[src/common/io_fabric_pkg.sv]
package io_fabric_pkg;

	localparam int DEV_COUNT = 21;

	typedef logic [15:0]          io_addr_t;
	typedef logic [7:0]           byte_t;
	typedef logic [31:0]          word_t;
	typedef logic [2:0]           dsize_t;
	typedef logic [DEV_COUNT-1:0] dev_sel_t;

	localparam int SEL_HDD0       = 0;
	localparam int SEL_HDD1       = 1;
	localparam int SEL_FLOPPY     = 2;
	localparam int SEL_JOY        = 3;
	localparam int SEL_DMA_MASTER = 4;
	localparam int SEL_DMA_PAGE   = 5;
	localparam int SEL_DMA_SLAVE  = 6;
	localparam int SEL_PIC_MASTER = 7;
	localparam int SEL_PIC_SLAVE  = 8;
	localparam int SEL_PIT        = 9;
	localparam int SEL_PS2_IO     = 10;
	localparam int SEL_PS2_CTL    = 11;
	localparam int SEL_RTC        = 12;
	localparam int SEL_FM         = 13;
	localparam int SEL_SB         = 14;
	localparam int SEL_UART       = 15;
	localparam int SEL_MPU        = 16;
	localparam int SEL_VGA_B      = 17;
	localparam int SEL_VGA_C      = 18;
	localparam int SEL_VGA_D      = 19;
	localparam int SEL_SYSCTL     = 20;

	// port bases, block size noted where the decode masks low bits
	localparam io_addr_t PORT_HDD0       = 16'h01F0; // /8
	localparam io_addr_t PORT_HDD0_CTL   = 16'h03F6;
	localparam io_addr_t PORT_HDD1       = 16'h0170; // /8
	localparam io_addr_t PORT_HDD1_CTL   = 16'h0376;
	localparam io_addr_t PORT_JOY        = 16'h0201;
	localparam io_addr_t PORT_FLOPPY     = 16'h03F0; // /8
	localparam io_addr_t PORT_DMA_MASTER = 16'h00C0; // /32
	localparam io_addr_t PORT_DMA_PAGE   = 16'h0080; // /16
	localparam io_addr_t PORT_DMA_SLAVE  = 16'h0000; // /16
	localparam io_addr_t PORT_PIC_MASTER = 16'h0020; // /2
	localparam io_addr_t PORT_PIC_SLAVE  = 16'h00A0; // /2
	localparam io_addr_t PORT_PIT        = 16'h0040; // /4
	localparam io_addr_t PORT_PIT_SPKR   = 16'h0061; // speaker gate
	localparam io_addr_t PORT_PS2_IO     = 16'h0060; // /8
	localparam io_addr_t PORT_PS2_CTL    = 16'h0090; // /16
	localparam io_addr_t PORT_RTC        = 16'h0070; // /2
	localparam io_addr_t PORT_FM         = 16'h0388; // /4
	localparam io_addr_t PORT_SB         = 16'h0220; // /16
	localparam io_addr_t PORT_UART       = 16'h03F8; // /8
	localparam io_addr_t PORT_MPU        = 16'h0330; // /2
	localparam io_addr_t PORT_VGA_B      = 16'h03B0; // /16
	localparam io_addr_t PORT_VGA_C      = 16'h03C0; // /16
	localparam io_addr_t PORT_VGA_D      = 16'h03D0; // /16
	localparam io_addr_t PORT_SYSCTL     = 16'h8888;

	localparam byte_t SYSCTL_KEY = 8'hA1; // high byte of a config write

	// management address high byte codes
	localparam byte_t MGMT_HDD0 = 8'hF0;
	localparam byte_t MGMT_HDD1 = 8'hF1;
	localparam byte_t MGMT_FDD  = 8'hF2;
	localparam byte_t MGMT_RTC  = 8'hF4;

	typedef enum logic {
		ST_BOOT,
		ST_RUN
	} sysctl_state_t;

endpackage

[src/hdl/io_fabric.sv]
`timescale 1ns/1ps

module io_fabric #(
	parameter io_fabric_pkg::byte_t SYSCFG_INIT = 8'hA2
) (
	input  logic                     clk_sys,
	input  logic                     reset,

	input  io_fabric_pkg::io_addr_t  io_address,
	input  logic                     io_write,
	input  io_fabric_pkg::dsize_t    io_datasize,
	input  io_fabric_pkg::word_t     io_writedata,
	output io_fabric_pkg::word_t     io_readdata,
	output logic                     io32,
	output io_fabric_pkg::dev_sel_t  dev_sel,

	input  io_fabric_pkg::word_t     hdd0_readdata,
	input  io_fabric_pkg::word_t     hdd1_readdata,
	input  io_fabric_pkg::byte_t     floppy_readdata,
	input  io_fabric_pkg::byte_t     dma_readdata,
	input  io_fabric_pkg::byte_t     pic_readdata,
	input  io_fabric_pkg::byte_t     pit_readdata,
	input  io_fabric_pkg::byte_t     ps2_readdata,
	input  io_fabric_pkg::byte_t     rtc_readdata,
	input  io_fabric_pkg::byte_t     sound_readdata,
	input  io_fabric_pkg::byte_t     uart_readdata,
	input  io_fabric_pkg::byte_t     vga_readdata,
	input  io_fabric_pkg::byte_t     joy_readdata,

	output io_fabric_pkg::byte_t     syscfg,

	input  io_fabric_pkg::io_addr_t  mgmt_address,
	input  io_fabric_pkg::word_t     mgmt_hdd0_readdata,
	input  io_fabric_pkg::word_t     mgmt_hdd1_readdata,
	input  io_fabric_pkg::word_t     mgmt_fdd_readdata,
	output logic [3:0]               mgmt_sel,
	output io_fabric_pkg::word_t     mgmt_readdata
);

	port_decode u_port_decode (
		.clk_sys    (clk_sys),
		.io_address (io_address),
		.dev_sel    (dev_sel)
	);

	sysctl_port #(
		.SYSCFG_INIT (SYSCFG_INIT)
	) u_sysctl_port (
		.clk_sys      (clk_sys),
		.reset        (reset),
		.io_write     (io_write),
		.io_datasize  (io_datasize),
		.io_writedata (io_writedata),
		.dev_sel      (dev_sel),
		.syscfg       (syscfg)
	);

	readdata_mux u_readdata_mux (
		.io_address      (io_address),
		.dev_sel         (dev_sel),
		.hdd0_readdata   (hdd0_readdata),
		.hdd1_readdata   (hdd1_readdata),
		.floppy_readdata (floppy_readdata),
		.dma_readdata    (dma_readdata),
		.pic_readdata    (pic_readdata),
		.pit_readdata    (pit_readdata),
		.ps2_readdata    (ps2_readdata),
		.rtc_readdata    (rtc_readdata),
		.sound_readdata  (sound_readdata),
		.uart_readdata   (uart_readdata),
		.vga_readdata    (vga_readdata),
		.joy_readdata    (joy_readdata),
		.io_readdata     (io_readdata),
		.io32            (io32)
	);

	mgmt_select u_mgmt_select (
		.clk_sys            (clk_sys),
		.mgmt_address       (mgmt_address),
		.mgmt_hdd0_readdata (mgmt_hdd0_readdata),
		.mgmt_hdd1_readdata (mgmt_hdd1_readdata),
		.mgmt_fdd_readdata  (mgmt_fdd_readdata),
		.mgmt_sel           (mgmt_sel),
		.mgmt_readdata      (mgmt_readdata)
	);

endmodule

[src/hdl/mgmt_select.sv]
`timescale 1ns/1ps

module mgmt_select (
	input  logic                     clk_sys,
	input  io_fabric_pkg::io_addr_t  mgmt_address,
	input  io_fabric_pkg::word_t     mgmt_hdd0_readdata,
	input  io_fabric_pkg::word_t     mgmt_hdd1_readdata,
	input  io_fabric_pkg::word_t     mgmt_fdd_readdata,
	output logic [3:0]               mgmt_sel,
	output io_fabric_pkg::word_t     mgmt_readdata
);

	io_fabric_pkg::byte_t mgmt_page;

	assign mgmt_page = mgmt_address[15:8];

	// bit 0 hdd0, 1 hdd1, 2 fdd, 3 rtc
	always_ff @(posedge clk_sys) begin
		mgmt_sel[0] <= (mgmt_page == io_fabric_pkg::MGMT_HDD0);
		mgmt_sel[1] <= (mgmt_page == io_fabric_pkg::MGMT_HDD1);
		mgmt_sel[2] <= (mgmt_page == io_fabric_pkg::MGMT_FDD);
		mgmt_sel[3] <= (mgmt_page == io_fabric_pkg::MGMT_RTC);
	end

	always_comb begin
		if (mgmt_sel[0])
			mgmt_readdata = mgmt_hdd0_readdata;
		else if (mgmt_sel[1])
			mgmt_readdata = mgmt_hdd1_readdata;
		else
			mgmt_readdata = mgmt_fdd_readdata; // rtc has no readback
	end

endmodule

[src/hdl/port_decode.sv]
`timescale 1ns/1ps

module port_decode (
	input  logic                     clk_sys,
	input  io_fabric_pkg::io_addr_t  io_address,
	output io_fabric_pkg::dev_sel_t  dev_sel
);

	io_fabric_pkg::dev_sel_t sel_next;

	// true when addr falls in the 2**span_bits block starting at base
	function automatic logic port_hit(
		input io_fabric_pkg::io_addr_t addr,
		input io_fabric_pkg::io_addr_t base,
		input int unsigned             span_bits
	);
		io_fabric_pkg::io_addr_t mask;
		mask = 16'hFFFF << span_bits;
		return (addr & mask) == base;
	endfunction

	always_comb begin
		sel_next = '0;
		sel_next[io_fabric_pkg::SEL_HDD0] =
			port_hit(io_address, io_fabric_pkg::PORT_HDD0, 3) ||
			(io_address == io_fabric_pkg::PORT_HDD0_CTL);
		sel_next[io_fabric_pkg::SEL_HDD1] =
			port_hit(io_address, io_fabric_pkg::PORT_HDD1, 3) ||
			(io_address == io_fabric_pkg::PORT_HDD1_CTL);
		sel_next[io_fabric_pkg::SEL_JOY] =
			(io_address == io_fabric_pkg::PORT_JOY);
		sel_next[io_fabric_pkg::SEL_FLOPPY] =
			port_hit(io_address, io_fabric_pkg::PORT_FLOPPY, 3);
		sel_next[io_fabric_pkg::SEL_DMA_MASTER] =
			port_hit(io_address, io_fabric_pkg::PORT_DMA_MASTER, 5);
		sel_next[io_fabric_pkg::SEL_DMA_PAGE] =
			port_hit(io_address, io_fabric_pkg::PORT_DMA_PAGE, 4);
		sel_next[io_fabric_pkg::SEL_DMA_SLAVE] =
			port_hit(io_address, io_fabric_pkg::PORT_DMA_SLAVE, 4);
		sel_next[io_fabric_pkg::SEL_PIC_MASTER] =
			port_hit(io_address, io_fabric_pkg::PORT_PIC_MASTER, 1);
		sel_next[io_fabric_pkg::SEL_PIC_SLAVE] =
			port_hit(io_address, io_fabric_pkg::PORT_PIC_SLAVE, 1);
		sel_next[io_fabric_pkg::SEL_PIT] =
			port_hit(io_address, io_fabric_pkg::PORT_PIT, 2) ||
			(io_address == io_fabric_pkg::PORT_PIT_SPKR); // also hits ps2 io
		sel_next[io_fabric_pkg::SEL_PS2_IO] =
			port_hit(io_address, io_fabric_pkg::PORT_PS2_IO, 3);
		sel_next[io_fabric_pkg::SEL_PS2_CTL] =
			port_hit(io_address, io_fabric_pkg::PORT_PS2_CTL, 4);
		sel_next[io_fabric_pkg::SEL_RTC] =
			port_hit(io_address, io_fabric_pkg::PORT_RTC, 1);
		sel_next[io_fabric_pkg::SEL_FM] =
			port_hit(io_address, io_fabric_pkg::PORT_FM, 2);
		sel_next[io_fabric_pkg::SEL_SB] =
			port_hit(io_address, io_fabric_pkg::PORT_SB, 4);
		sel_next[io_fabric_pkg::SEL_UART] =
			port_hit(io_address, io_fabric_pkg::PORT_UART, 3);
		sel_next[io_fabric_pkg::SEL_MPU] =
			port_hit(io_address, io_fabric_pkg::PORT_MPU, 1);
		sel_next[io_fabric_pkg::SEL_VGA_B] =
			port_hit(io_address, io_fabric_pkg::PORT_VGA_B, 4);
		sel_next[io_fabric_pkg::SEL_VGA_C] =
			port_hit(io_address, io_fabric_pkg::PORT_VGA_C, 4);
		sel_next[io_fabric_pkg::SEL_VGA_D] =
			port_hit(io_address, io_fabric_pkg::PORT_VGA_D, 4);
		sel_next[io_fabric_pkg::SEL_SYSCTL] =
			(io_address == io_fabric_pkg::PORT_SYSCTL);
	end

	always_ff @(posedge clk_sys) begin
		dev_sel <= sel_next; // one cycle behind the address
	end

endmodule

[src/hdl/readdata_mux.sv]
`timescale 1ns/1ps

module readdata_mux (
	input  io_fabric_pkg::io_addr_t  io_address,
	input  io_fabric_pkg::dev_sel_t  dev_sel,
	input  io_fabric_pkg::word_t     hdd0_readdata,
	input  io_fabric_pkg::word_t     hdd1_readdata,
	input  io_fabric_pkg::byte_t     floppy_readdata,
	input  io_fabric_pkg::byte_t     dma_readdata,
	input  io_fabric_pkg::byte_t     pic_readdata,
	input  io_fabric_pkg::byte_t     pit_readdata,
	input  io_fabric_pkg::byte_t     ps2_readdata,
	input  io_fabric_pkg::byte_t     rtc_readdata,
	input  io_fabric_pkg::byte_t     sound_readdata,
	input  io_fabric_pkg::byte_t     uart_readdata,
	input  io_fabric_pkg::byte_t     vga_readdata,
	input  io_fabric_pkg::byte_t     joy_readdata,
	output io_fabric_pkg::word_t     io_readdata,
	output logic                     io32
);

	io_fabric_pkg::byte_t readdata8;
	logic                 hdd_sel;

	assign hdd_sel = dev_sel[io_fabric_pkg::SEL_HDD0] | dev_sel[io_fabric_pkg::SEL_HDD1];

	// byte devices in priority order
	always_comb begin
		if (dev_sel[io_fabric_pkg::SEL_FLOPPY])
			readdata8 = floppy_readdata;
		else if (dev_sel[io_fabric_pkg::SEL_DMA_MASTER] | dev_sel[io_fabric_pkg::SEL_DMA_PAGE] |
		         dev_sel[io_fabric_pkg::SEL_DMA_SLAVE])
			readdata8 = dma_readdata;
		else if (dev_sel[io_fabric_pkg::SEL_PIC_MASTER] | dev_sel[io_fabric_pkg::SEL_PIC_SLAVE])
			readdata8 = pic_readdata;
		else if (dev_sel[io_fabric_pkg::SEL_PIT])
			readdata8 = pit_readdata; // wins over ps2 at 0x61
		else if (dev_sel[io_fabric_pkg::SEL_PS2_IO] | dev_sel[io_fabric_pkg::SEL_PS2_CTL])
			readdata8 = ps2_readdata;
		else if (dev_sel[io_fabric_pkg::SEL_RTC])
			readdata8 = rtc_readdata;
		else if (dev_sel[io_fabric_pkg::SEL_SB] | dev_sel[io_fabric_pkg::SEL_FM])
			readdata8 = sound_readdata;
		else if (dev_sel[io_fabric_pkg::SEL_UART] | dev_sel[io_fabric_pkg::SEL_MPU])
			readdata8 = uart_readdata;
		else if (dev_sel[io_fabric_pkg::SEL_VGA_B] | dev_sel[io_fabric_pkg::SEL_VGA_C] |
		         dev_sel[io_fabric_pkg::SEL_VGA_D])
			readdata8 = vga_readdata;
		else if (dev_sel[io_fabric_pkg::SEL_JOY])
			readdata8 = joy_readdata;
		else
			readdata8 = 8'hFF; // open bus
	end

	always_comb begin
		if (dev_sel[io_fabric_pkg::SEL_HDD0])
			io_readdata = hdd0_readdata;
		else if (dev_sel[io_fabric_pkg::SEL_HDD1])
			io_readdata = hdd1_readdata;
		else
			io_readdata = {24'd0, readdata8};
	end

	// data ports are 32-bit, the 0x3x6 control ports are not
	assign io32 = (hdd_sel & ~io_address[9]) | dev_sel[io_fabric_pkg::SEL_SYSCTL];

endmodule

[src/hdl/sysctl_port.sv]
`timescale 1ns/1ps

module sysctl_port #(
	parameter io_fabric_pkg::byte_t SYSCFG_INIT = 8'hA2
) (
	input  logic                     clk_sys,
	input  logic                     reset,
	input  logic                     io_write,
	input  io_fabric_pkg::dsize_t    io_datasize,
	input  io_fabric_pkg::word_t     io_writedata,
	input  io_fabric_pkg::dev_sel_t  dev_sel,
	output io_fabric_pkg::byte_t     syscfg
);

	io_fabric_pkg::sysctl_state_t state;
	logic                         disk_sel;
	logic                         key_write;

	assign disk_sel = dev_sel[io_fabric_pkg::SEL_HDD0] |
	                  dev_sel[io_fabric_pkg::SEL_HDD1] |
	                  dev_sel[io_fabric_pkg::SEL_FLOPPY];

	// 16-bit write to the config port carrying the unlock key
	assign key_write = io_write && dev_sel[io_fabric_pkg::SEL_SYSCTL] &&
	                   (io_datasize == 3'd2) &&
	                   (io_writedata[15:8] == io_fabric_pkg::SYSCTL_KEY);

	always_ff @(posedge clk_sys) begin
		if (reset) begin
			syscfg <= SYSCFG_INIT;
			state  <= io_fabric_pkg::ST_BOOT;
		end else if (state == io_fabric_pkg::ST_BOOT && disk_sel) begin
			syscfg <= '0; // first disk access drops the boot config
			state  <= io_fabric_pkg::ST_RUN;
		end else if (key_write) begin
			syscfg <= io_writedata[7:0];
			state  <= io_fabric_pkg::ST_RUN;
		end
	end

endmodule
[config.mk]
export PLATFORM = sky130hd
export DESIGN_NAME = io_fabric
export DESIGN_NICKNAME = d
export VERILOG_FILES = /design/src/common/io_fabric_pkg.sv /design/src/hdl/io_fabric.sv /design/src/hdl/mgmt_select.sv /design/src/hdl/port_decode.sv /design/src/hdl/readdata_mux.sv /design/src/hdl/sysctl_port.sv
export SDC_FILE = /design/constraint.sdc
export NUM_CORES = 1
export LEC_CHECK = 0
export ABC_AREA = 1
export BUFFER_PORTS_ARGS = -buffer_cell sky130_fd_sc_hd__buf_4
export CAP_MARGIN = 40
export CORE_AREA = 2 2 157 159
export CTS_CLUSTER_SIZE = 8
export DETAILED_ROUTE_END_ITERATION = 12
export DIE_AREA = 0 0 159 161
export PLACE_DENSITY = 0.46
export SYNTH_ARGS = -nofsm -noshare
export SYNTH_HDL_FRONTEND = slang
export SYNTH_SLANG_ARGS = --single-unit
[constraint.sdc]
create_clock -name clk_sys -period 1.8 [get_ports clk_sys]
set_input_delay 0.36 -clock clk_sys [delete_from_list [all_inputs] [get_ports clk_sys]]
set_output_delay 0.36 -clock clk_sys [all_outputs]
set_load 0.02 [all_outputs]
==> results.toml <==
[final_layout]
layout.core_utilization_pct = 31.03
areaGrowthSynthToFinish_pct = 112.2
final_layout_size_suffix_gt1_share_pct = 44.88
nets = 1394
num_antenna_cells = 0

[clock_network]
ctsHoldBuffers = 0
clk_pin_slew_worst_paths_ps = 60
clock_h_tree_levels = 2
cts_sinks = 34
clockBufferDepth = 2
cts_inserted_buffers = 5
cts-root-buf = "clkbuf_16"
skew_pair_late_insertion_delay_ps = 280
cts_tree = "done"

[power]
standby_leakage_power_nw = 4.107
worst_supply_voltage_drop_on_vdd_v = 0.0003073
power_density_nw_per_um2 = 335.2
finalPower_mw = 2.492

[floorplan]
rows = 57
die_h_um = 161
fp.coreArea_um2 = 23960
design.die.area_um2 = 25600
floorplan.die.width_um = 159
initial_core_util_pct = 14.62
ios = 408

[sta]
drv_slew = 0
final_hold_violation_count = 0
timing.slew.headroom_pct = 73.03
rsz0062_at_grt = "yes"
timing_worst_slew_pin_value_ps = 404.0
max_freq_mhz = 449.5
final-setup-viol-count = 8
post-route-period-util_pct = 123.6
finalClockSkew_ps = 6.540
post_layout_worst_setup_margin_ps = -424.7
period_minus_slack_ps = 2225

[grt]
maximum_number_of_pins_on_one_net_before_global_route_repair = 34
grt_first_pass_wirelength_um = 31140
grt_overflow_total = 0
groute.usage.overall_pct = 15.14
number_of_antenna_violations_at_the_first_check_in_global_routing = 0
vias_in_the_first_global_route = 5629

[critical_path]
worstSetupStartpointType = "register"
worstReg2RegEnd = "u_sysctl_port.syscfg[1]$_SDFFE_PP1P_"
rr_worst_depth = 7
critPathKind = "register to primary output"
crit_path_max_fanout = 7
worst_r2r_startpoint = "u_port_decode.dev_sel[20]$_DFF_P_"
worstSetupEndpointType = "primary output"
critical_path_arrival_ps = 1860
setup.reg_to_reg.worst_slack_ps = 420
timing.critical_path.required_ps = 1440

[synthesis]
ys_ff_latch = 34
post_synth_num_cell_types = 28
syn_area_per_cell_um2 = 5.085
synth.net_count = 999
seq_area_frac_synth_pct = 19.43
postSynthCellCount = 689
syn-cell-area_um2 = 3503
yosys_warnings = 0

[route]
vias_per_cell = 4.073
drc = 0
number_of_nets_with_antenna_violations_after_routing = 0
routed_wl_um = 20970
avgRoutedWirePerCell_um = 14.88
initialDrtViolationCount = 319
route.vias.total = 5739
length_of_the_first_detailed_routing_pass_in_iterations = 4

[worst_hold_path]
whs_endpoint = "u_mgmt_select.mgmt_sel[1]$_DFF_P_"
timing.hold.worst.class = "primary input to register"
worst_hold_path.num_cells = 2
hold_start = "mgmt_address[10]"

[place]
place_ws_ps = -241.7
dpl.hpwl_um = 17060
place_congestion = 0.8356
port-buffer-count = 383

[job]
cap_violations = 0

[run_status]
failing_checks = "negative setup slack"
status = "finished with violations"
## per-layer routing
| layer | wire, um | vias up | track usage, % |
|---|---|---|---|
| met4 | 344 | 0 | 3.678 |
| met2 | 9887 | 207 | 25.08 |
| met1 | 9515 | 2541 | 20.64 |
| met5 | 0 | - | 0 |
| met3 | 1219 | 19 | 2.388 |
| li1 | - | 2972 | - |
## where the power goes
| part | internal [mW] | total (mW) | switching [mW] |
|---|---|---|---|
| combinational | 0.486 | 0.753 | 0.267 |
| clock | 0.652 | 0.986 | 0.334 |
| sequential | 0.752 | 0.752 | 0.000506 |
## critical path, cell delays in order (launching register included)
cell and delay (ps):
dfxtp_2 330, nor2_4 200, nand2_4 100, buf_6 130
nand2_2 50, nand3_2 70, nand2_2 50, nand2_1 40
nand2_1 60, nand2_1 50, nand2_1 50, nand2_1 50
nand2_1 60, nand2_1 40, nand2_1 50, nand2_1 50
nand2_2 70, buf_6 110
## placed cells by master (no fill, tap or decap), types with 2 or more instances in the layout
master	synthesis	routed
a21oi_1	95	88
a21oi_2	2	9
buf_12	0	8
buf_4	0	400
buf_6	1	16
clkbuf_16	0	7
clkinvlp_4	0	2
dfxtp_1	34	27
dfxtp_2	0	6
inv_1	67	65
inv_2	8	9
nand2_1	223	211
nand2_2	1	12
nand3_1	65	56
nand3_2	0	9
nand3b_1	2	2
nand4_1	8	8
nor2_1	111	111
nor2_4	2	2
nor3_1	15	15
nor4_1	7	7
or2_1	3	2
## cells in the mapped netlist (all sizes together)
master | count | share of area [%]
or3 | 1 | 0.18
dfxtp | 34 | 19
nand2 | 224 | 24
or2 | 3 | 0.54
clkinv | 1 | 0.11
a21oi | 97 | 14
clkbuf | 33 | 4.2
nor4 | 7 | 1.2
nor2 | 113 | 13
o22ai | 1 | 0.18
nand4 | 8 | 1.4
o2111ai | 1 | 0.25
o21bai | 1 | 0.21
nand3b | 2 | 0.43
nor3 | 15 | 2.1
inv | 75 | 8.0
buf | 7 | 1.4
o31ai | 1 | 0.21
nand3 | 65 | 9.3
## final cells by class
cell class | instances | area, um2
clock inverter | 3 | 45.04
inverter | 76 | 292.8
clock buffer | 5 | 125.1
timing repair buffer | 428 | 3426
sequential | 34 | 691.9
tap | 324 | 405.4
multi-input combinational | 539 | 2449
fill | 2777 | 16530
## flip-flops by register name, indices dropped and copies added, names as in the netlist
| signal | count |
|---|---|
| u_port_decode.dev_sel | 21 |
| u_sysctl_port.state | 1 |
| u_sysctl_port.syscfg | 8 |
| u_mgmt_select.mgmt_sel | 4 |
## how the worst max path moves through the flow
stage                                      startpoint        endpoint  slack [ps]  cells past startpoint
CTS                 u_port_decode.dev_sel[19]$_DFF_P_  io_readdata[2]        -460                     16
detailed placement  u_port_decode.dev_sel[13]$_DFF_P_  io_readdata[3]        -240                     15
global route        u_port_decode.dev_sel[18]$_DFF_P_  io_readdata[6]        -620                     17
global placement    u_port_decode.dev_sel[13]$_DFF_P_  io_readdata[3]        -250                     15
finish              u_port_decode.dev_sel[18]$_DFF_P_  io_readdata[7]        -420                     17
floorplan           u_port_decode.dev_sel[13]$_DFF_P_  io_readdata[6]          -7                     15
## timing repair
action	4_1_cts	5_1_grt
resized for setup	32	27
pin swaps	9	21
setup endpoints to repair	34	34
cloned	2	2
setup buffers	2	0
## per-stage QoR
step / area [um2] / std cells / setup TNS, ps / hold slack (ps)
6_report: 7435 / 1409 / -3191 / 250.4
5_1_grt: 7435 / 1409 / -4693 / 244.8
4_1_cts: 7301 / 1407 / -3484 / 242.4
3_5_place_dp: 6974 / 1395 / -1594 / 455.2
3_3_place_gp: 6974 / 1395 / -1477 / 443.3
2_1_floorplan: 3513 / 689 / -14.52 / 432.4
## logic make-up after synthesis
group	Yosys count	synth area share (%)
buf+inv	116	13.79
flops	34	19.43
compound gates	101	14.93
simple gates	438	51.86
Power figures use the tool's default switching activity.
